`config.mk`:
```
export PLATFORM = sky130hd
export DESIGN_NAME = matrixLoader
export DESIGN_NICKNAME = d
export VERILOG_FILES = /design/src/verilog/detPkg.sv /design/src/verilog/matrixLoader.sv
export SDC_FILE = /design/constraint.sdc
export NUM_CORES = 1
export LEC_CHECK = 0
export BUFFER_PORTS_ARGS = -buffer_cell sky130_fd_sc_hd__buf_2
export CORE_MARGIN = 2
export CORE_UTILIZATION = 50
export DETAILED_ROUTE_END_ITERATION = 8
export PLACE_DENSITY = 0.81
export SKIP_CTS_REPAIR_TIMING = 1
export SKIP_LAST_GASP = 1
export SLEW_MARGIN = 20
export SYNTH_ARGS = -nofsm -noshare
export SYNTH_HDL_FRONTEND = slang
export SYNTH_SLANG_ARGS = --single-unit
```
`constraint.sdc`:
```
create_clock -name clk -period 3.7 [get_ports clk]
set_input_delay 0 -clock clk [delete_from_list [all_inputs] [get_ports clk]]
set_output_delay 0 -clock clk [all_outputs]
set_load 0.03 [all_outputs]
```
`src/verilog/detPkg.sv`:
```
// Shared widths, limits, state types and RAM addressing for the determinant unit; imported by each RTL module
package detPkg;

    localparam int MaxDim    = 4;    // largest matrix side
    localparam int MinDim    = 2;
    localparam int DimW      = 3;    // dimension or row/column index
    localparam int AddrW     = 24;   // memory byte address
    localparam int DataW     = 32;
    localparam int EntryW    = 8;    // signed low byte of each memory word
    localparam int ElemW     = 64;   // stored element and determinant
    localparam int ProdW     = 128;  // cross-product numerator
    localparam int RamAddrW  = 4;
    localparam int RamDepth  = 16;
    localparam int WordBytes = 4;
    localparam int CntW      = $clog2(RamDepth + 1);  // word counters up to dim squared
    localparam int DivCntW   = $clog2(ProdW + 1);     // divider bit counter

    typedef enum logic [1:0] {detOk, detPivotZero, detBadDim} detStatusT;

    typedef enum logic [1:0] {ldIdle, ldBusy, ldFlush} loaderStateT;

    typedef enum logic [3:0] {
        engIdle, engPivotRd, engPivotWait, engPivotChk,
        engAddrAij, engAddrAik, engAddrAkj, engTakeAik, engTakeAkj,
        engDivWait, engNext
    } engineStateT;

    typedef enum logic [1:0] {topIdle, topLoading, topComputing, topReporting} topStateT;

    // row r starts at r * MaxDim whatever the active dimension
    function automatic logic [RamAddrW-1:0] cellAddr(
        input logic [DimW-1:0] row,
        input logic [DimW-1:0] col
    );
        return RamAddrW'(row * MaxDim + col);
    endfunction

endpackage
```
`src/verilog/matrixLoader.sv`:
```
// Memory read master; fetches dim squared words and stores their signed low bytes in the matrix RAM
module matrixLoader
    import detPkg::*;
(
    input  logic                    clk,
    input  logic                    rstN,
    input  logic                    loadStart,
    input  logic [AddrW-1:0]        loadBase,
    input  logic [DimW-1:0]         loadDim,
    output logic [AddrW-1:0]        memAddress,
    output logic                    memRead,
    input  logic                    memWaitRequest,
    input  logic [DataW-1:0]        memReadData,
    input  logic                    memReadDataValid,
    output logic                    ramWrEn,
    output logic [RamAddrW-1:0]     ramWrAddr,
    output logic signed [ElemW-1:0] ramWrData,
    output logic                    loadDone
);
    loaderStateT     state;
    logic [DimW-1:0] dimR;
    logic [CntW-1:0] totalWords;
    logic [CntW-1:0] reqCount;   // accepted requests
    logic [CntW-1:0] rcvCount;   // returned words
    logic [DimW-1:0] rowIdx;
    logic [DimW-1:0] colIdx;
    logic            lastWord;

    assign lastWord = (rcvCount == totalWords - 1'b1);

    // request pipeline, one address per accepted read
    always_ff @(posedge clk) begin
        if (!rstN) begin
            memRead  <= 1'b0;
            reqCount <= '0;
        end else if (loadStart) begin
            memRead    <= 1'b1;
            memAddress <= loadBase;
            reqCount   <= '0;
        end else if (memRead && !memWaitRequest) begin
            memAddress <= memAddress + AddrW'(WordBytes);
            reqCount   <= reqCount + 1'b1;
            if (reqCount == totalWords - 1'b1) begin
                memRead <= 1'b0;  // last request taken
            end
        end
    end

    // receive pipeline, words arrive in request order
    always_ff @(posedge clk) begin
        if (!rstN) begin
            state    <= ldIdle;
            ramWrEn  <= 1'b0;
            loadDone <= 1'b0;
        end else begin
            ramWrEn  <= 1'b0;
            loadDone <= 1'b0;
            case (state)
                ldIdle: if (loadStart) begin
                    dimR       <= loadDim;
                    totalWords <= CntW'(loadDim) * CntW'(loadDim);
                    rcvCount   <= '0;
                    rowIdx     <= '0;
                    colIdx     <= '0;
                    state      <= ldBusy;
                end
                ldBusy: if (memReadDataValid) begin
                    ramWrEn   <= 1'b1;
                    ramWrAddr <= cellAddr(rowIdx, colIdx);
                    ramWrData <= {{(ElemW - EntryW){memReadData[EntryW-1]}},
                                  memReadData[EntryW-1:0]};
                    rcvCount  <= rcvCount + 1'b1;
                    if (colIdx == dimR - 1'b1) begin
                        colIdx <= '0;
                        rowIdx <= rowIdx + 1'b1;
                    end else begin
                        colIdx <= colIdx + 1'b1;
                    end
                    if (lastWord) state <= ldFlush;
                end
                ldFlush: begin
                    loadDone <= 1'b1;  // cycle after the final write
                    state    <= ldIdle;
                end
                default: state <= ldIdle;
            endcase
        end
    end

endmodule

```
-- After elaboration in Yosys (flattened, before gate mapping)
Index checks and enable logic that the tools add are counted.
- $add $sub $neg: 8
- multiply operators: 1
- eq/ne operators: 9
- muxes and demuxes: 21
- bitwise logic cells: 1
- reductions and logical operators: 15
- operators with widths (cell ; number):
    24-bit 2-to-1 mux ; 2
    24-bit by 3-bit adder with 24-bit output (second input constant) ; 1
    3-bit 2-to-1 mux ; 5
    3-bit case mux with 2 select lines ; 2
    5-bit by 1-bit adder with 5-bit output (second input constant) ; 2
    5-bit == test ; 2
    5-bit 2-to-1 mux ; 2
    5-bit case mux with 2 select lines ; 1
    3-bit AND reduction ; 3
    2-bit != test (second input constant) ; 4
    3-bit by 1-bit adder with 3-bit output (second input constant) ; 2
    2-bit 2-to-1 mux ; 3
    2-bit AND reduction ; 3
    2-bit nonzero test ; 3
    3-bit by 3-bit multiplier with 5-bit output ; 1
    1-bit 2-to-1 mux ; 5
    5-bit AND reduction ; 1
    5-bit by 1-bit subtractor with 5-bit output (second input constant) ; 1
    4-bit by 3-bit adder with 4-bit output ; 1
    2-bit case mux with 2 select lines ; 1
    4-bit AND reduction ; 1
    3-bit == test ; 1
    3-bit by 1-bit subtractor with 3-bit output (second input constant) ; 1
    2-bit by 1-bit == test with 1-bit output (second input constant) ; 1
    other kinds (6) ; 6
- bits in registers: 65
- bits of input ports: 64
- output and inout port bits: 95
- logic and storage cells: 68

-- Longest topological paths before layout
- depth after elaboration: 5
- mapped depth: 6
- mapped depth without buffers: 6

-- Least setup slack after synthesis
OpenSTA, ideal clock, no wires.
- path kind: register to register
- start: register memAddress[2]
- end: register memAddress[20] (data pin)
- library setup time: 0.259 ns
- arrival time: 1.820 ns
- required time: 3.441 ns
- setup slack: 1.621 ns
- stages on the path, launching flop included: 6
- path buffers: 0
- period minus slack after synthesis: 2.079 ns
- path through: edfxtp_1 -> ha_1 -> nand3_1 -> nor3_1 -> mux2i_1 -> a211o_1
- cells in the longest elaborated chain, start to end: 3
- RTL lines (element ; line ; source):
    start, declared ; matrixLoader.sv:10 ; output logic [AddrW-1:0] memAddress,
    start signal, assigned ; matrixLoader.sv:38 ; memAddress <= loadBase;
    start signal, assigned ; matrixLoader.sv:41 ; memAddress <= memAddress + AddrW'(WordBytes);
    24-bit by 3-bit adder with 24-bit output ; matrixLoader.sv:41 ;
    24-bit 2-to-1 mux ; matrixLoader.sv:40 ; end else if (memRead && !memWaitRequest) begin
    24-bit 2-to-1 mux ; matrixLoader.sv:36 ; end else if (loadStart) begin
No other way between the ends. The select of a mux whose other input is x is not followed.
A chain may end at the register's enable or synchronous reset.

-- Worst setup path after layout
- start: register memAddress[4]
- end: register memAddress[23] (data pin)
Same word-level chain as after synthesis.

==> results_tabular.tex <==
\begin{tabular}{lr}
\hline
Metric & Value \\
\hline
\multicolumn{2}{l}{\textbf{Critical path}} \\
\quad Setup slack of the most critical reg-to-reg path & around 1.5 ns \\
\quad Cell repeated most along the worst path & or4\_1 \\
\quad Largest delay share family, worst path & simple AND/OR/NAND/NOR gates \\
\quad Number of buffer and inverter instances along the worst setup path & 0 \\
\quad Number of cell instances on the worst register-to-register path & 4 \\
\quad Top fanout value on the critical path & 13 \\
\quad CP arrival & approximately 2.4 ns \\
\quad Slowest CP cell & or4\_1 \\
\quad Reg2Reg Capture Point & memAddress[23] \\
\quad Endpoint type of the worst setup path & register \\
\quad Required time of the critical path & 3.88 ns \\
\quad Worst-path cell chain & nand3\_1 -> or4\_1 -> or4\_1 -> a31oi\_1 \\
\quad Delay of the slowest cell on the worst path & 0.66 ns \\
\quad Element type at the critical path start & register \\
\quad Type of the worst setup path & register to register \\
\quad Start of the worst register-to-register path & memAddress[4] \\
\multicolumn{2}{l}{\textbf{Worst hold path}} \\
\quad Hold Startpoint & loadBase[2] \\
\quad Hold Path Stages & 3 \\
\quad Hold WC Path Type & primary input to register \\
\quad End of the worst hold path & memAddress[2] \\
\multicolumn{2}{l}{\textbf{STA}} \\
\quad Final count of hold timing violations & 2 \\
\quad Highest achievable clock rate & around 450 MHz \\
\quad Slew at the pin closest to its max-slew limit & 1.02 ns \\
\quad Worst hold-check slack & -0.0407 ns \\
\quad Final period util & between 50\% and 60\% \\
\quad Final setup violation count & 0 \\
\quad Post-route clock skew & 0.00817 ns \\
\quad Number of slew-limit violations in the final report & 0 \\
\quad Setup repair after global routing missed its margin & false \\
\quad Total negative setup slack & 0 ns \\
\quad Post-layout min period & approximately 2.2 ns \\
\quad Worst slew margin & 32.2\% \\
\multicolumn{2}{l}{\textbf{Route}} \\
\quad DRT Pass-1 Iters & 4 \\
\quad WL final & about 7300 um \\
\quad Routed WL per cell & about 13 um \\
\quad Number of nets still failing antenna checks after routing & 0 \\
\quad Via/cell ratio & about 5 \\
\quad Number of remaining DRC errors & 0 \\
\quad Iteration-0 DRC Markers & 122 \\
\quad Vias & 2709 \\
\multicolumn{2}{l}{\textbf{CTS}} \\
\quad Clock net sink count & 62 \\
\quad Max Root-Sink Buffers & 2 \\
\quad Clock tree from TritonCTS & built \\
\quad Clock root cell & clkbuf\_8 \\
\quad Number of buffers added by the clock tree synthesis step & 9 \\
\quad H-tree Lvls & 3 \\
\quad Clock input transition at the sequential cells of the worst setup and hold paths & 0.07 ns \\
\quad Clock network latency to the later pin of the worst-skew pair & 0.34 ns \\
\multicolumn{2}{l}{\textbf{Global route}} \\
\quad Number of global-route vias before repair & 2329 \\
\quad Antenna violations before repair & 0 \\
\quad Wire length of the first global-routing pass & around 11000 um \\
\quad Maximum number of pins on one net before global-route repair & 58 \\
\quad Remaining global-route overflow & 0 \\
\quad Global routing usage summed across all routing layers & 18.1\% \\
\multicolumn{2}{l}{\textbf{Die}} \\
\quad Num ports & 159 \\
\quad X dimension of the die & 87.8 um \\
\quad Row Count & 30 \\
\quad Core Region & 6790 sq um \\
\quad Die height & 87.8 um \\
\quad Die ar. & 7700 sq um \\
\quad Starting density of the core & between 50\% and 60\% \\
\multicolumn{2}{l}{\textbf{Outcome}} \\
\quad Violations in the final reports & negative hold slack \\
\quad Outcome & complete, but fails checks \\
\multicolumn{2}{l}{\textbf{Pwr}} \\
\quad Sequential Power Share & 49.8\% \\
\quad Clk pwr share & 33.3\% \\
\quad Power density normalized to cell area & 386 nW/um\^{}2 \\
\quad Switching fraction of total power & 27.8\% \\
\quad NetSw & 471 uW \\
\quad Leakage & 0.00183 uW \\
\quad Gate power share & 17.0\% \\
\quad Pint & about 1200 uW \\
\quad Peak supply drop & 0.203 mV \\
\multicolumn{2}{l}{\textbf{Layout}} \\
\quad Diodes inserted & 0 \\
\quad Layout cells sized above 1 & 34.9\% \\
\quad Most frequent cells in the layout & 134 x buf\_2, 52 x edfxtp\_1, 32 x dlygate4sd3\_1 \\
\quad Non-filler instance count after layout & 546 \\
\quad Signed area change from the synthesized netlist to the final layout & 24.7\% \\
\quad Most common library cell in the layout ignoring fill and taps & buf\_2 \\
\quad \# nets final & 517 \\
\quad Non-Filler Cell Area, Final & approximately 4400 sq um \\
\multicolumn{2}{l}{\textbf{Logic synthesis}} \\
\quad Average size of a mapped cell & $\sim$11 sq um \\
\quad Unique masters post-synth & 36 \\
\quad Synth Net Count & 403 \\
\quad Area fraction of the dominant cell type after synthesis & $\sim$45\% \\
\quad Post-synthesis cell count & 331 \\
\quad Register bit count reported by yosys & 62 \\
\quad Proportion of synthesized chip area in sequential cells & 50.2\% \\
\quad Top area cells in the synthesized netlist & edfxtp\_1 45\%, buf\_4 12\%, xnor2\_1 6.0\%, dfxtp\_1 5.7\%, nand2\_1 3.0\% \\
\quad Post-synth top area cell & edfxtp\_1 \\
\quad Synth warnings & 0 \\
\quad Area of the mapped netlist & 3510 sq um \\
\multicolumn{2}{l}{\textbf{Job}} \\
\quad \# Max-Cap Violations & 0 \\
\multicolumn{2}{l}{\textbf{Place}} \\
\quad Final estimated routing congestion in global placement & 0.862 \\
\quad Port Buf Inserts & 134 \\
\quad Placement-stage cell area & 3850 sq um \\
\quad HPWL Detailed & 5100 um \\
\quad Total instance count after detailed placement & 497 \\
\hline
\end{tabular}
power groups by stage:
stage,sequential (uW),clock [uW],combinational (uW)
final,841,563,287
after global routing,847,601,312
after CTS,842,578,259
after detailed placement,857,0,258
after global placement,854,0,251
after floorplan,891,0,160
registers in the layout, summed over array words and instances (netlist names):
register / flops
rcvCount: 5
loadDone: 1
colIdx: 3
rowIdx: 2
state: 2
ramWrAddr: 4
reqCount: 5
totalWords: 3
ramWrEn: 1
memAddress: 24
dimR: 3
ramWrData: 8
memRead: 1
cell type report:
class                           count  area (sq um)
Multi-Input combinational cell    193          1250
Sequential cell                    62          1760
Timing Repair Buffer              168          1010
Clock buffer                       13           170
Fill cell                         527          2420
Clock inverter                      3          16.3
Tap cell                           96           120
Inverter                           11          41.3
synthesized netlist by cell type, drive strengths merged:
library cell / number
a211o: 2
buf: 56
mux2i: 5
a31o: 3
and2: 7
or2: 1
or4: 2
dfxtp: 10
mux2: 1
and3: 3
o31ai: 2
nor4: 6
a22oi: 1
clkbuf: 9
and4: 1
nor2b: 3
o22ai: 1
edfxtp: 52
nand4: 10
a31oi: 5
a21oi: 1
nand2b: 4
xnor2: 24
o21ai: 17
or3b: 1
o21a: 1
ha: 8
xnor3: 1
nand3: 9
nand2: 28
nor3: 7
nor3b: 1
xor2: 12
nor2: 26
inv: 11
through the flow:
step           util [%]  total power, uW  setup slack, ns  hold slack, ns
3_5_place_dp       56.7             1110             1.55           0.179
4_1_cts            59.4             1680             1.50          -0.177
5_1_grt            64.4             1760             1.35         0.00180
3_3_place_gp       56.7             1110             1.58           0.178
6_report           64.4             1690             1.48         -0.0407
2_1_floorplan         -             1050             1.62          0.0989
metal layers:
metal	global-route usage, %	vias to the layer above	routed length [um]
li1	-	1326	-
met1	21.9	1244	2890
met2	31.0	127	3780
met3	3.58	12	503
met4	8.81	0	145
met5	0	-	0
cell families after synthesis:
family / share of synthesized area (%)
xor gates and xnor gates: 9.63
muxes: 1.75
DFF: 50.2
buffers and inverters: 14.1
AOI/OAI and AO/OA: 5.74
adders and majority gates: 2.85
and+or+nand+nor: 15.7
worst min-delay path, stage by stage:
cell and delay, ns:
buf_2 0.07, nand2_1 0.04, o21ai_0 0.07
how the worst max path moves through the flow:
stage	cells after the start	end	slack [ns]	start
after CTS	4	memAddress[19]	1.50	memAddress[4]
after global routing	4	memAddress[19]	1.35	memAddress[4]
after global placement	4	memAddress[23]	1.58	memAddress[4]
after floorplan	5	memAddress[20]	1.62	memAddress[2]
after detailed placement	4	memAddress[23]	1.55	memAddress[4]
final	4	memAddress[23]	1.48	memAddress[4]
(Power assumes the default switching activity.)
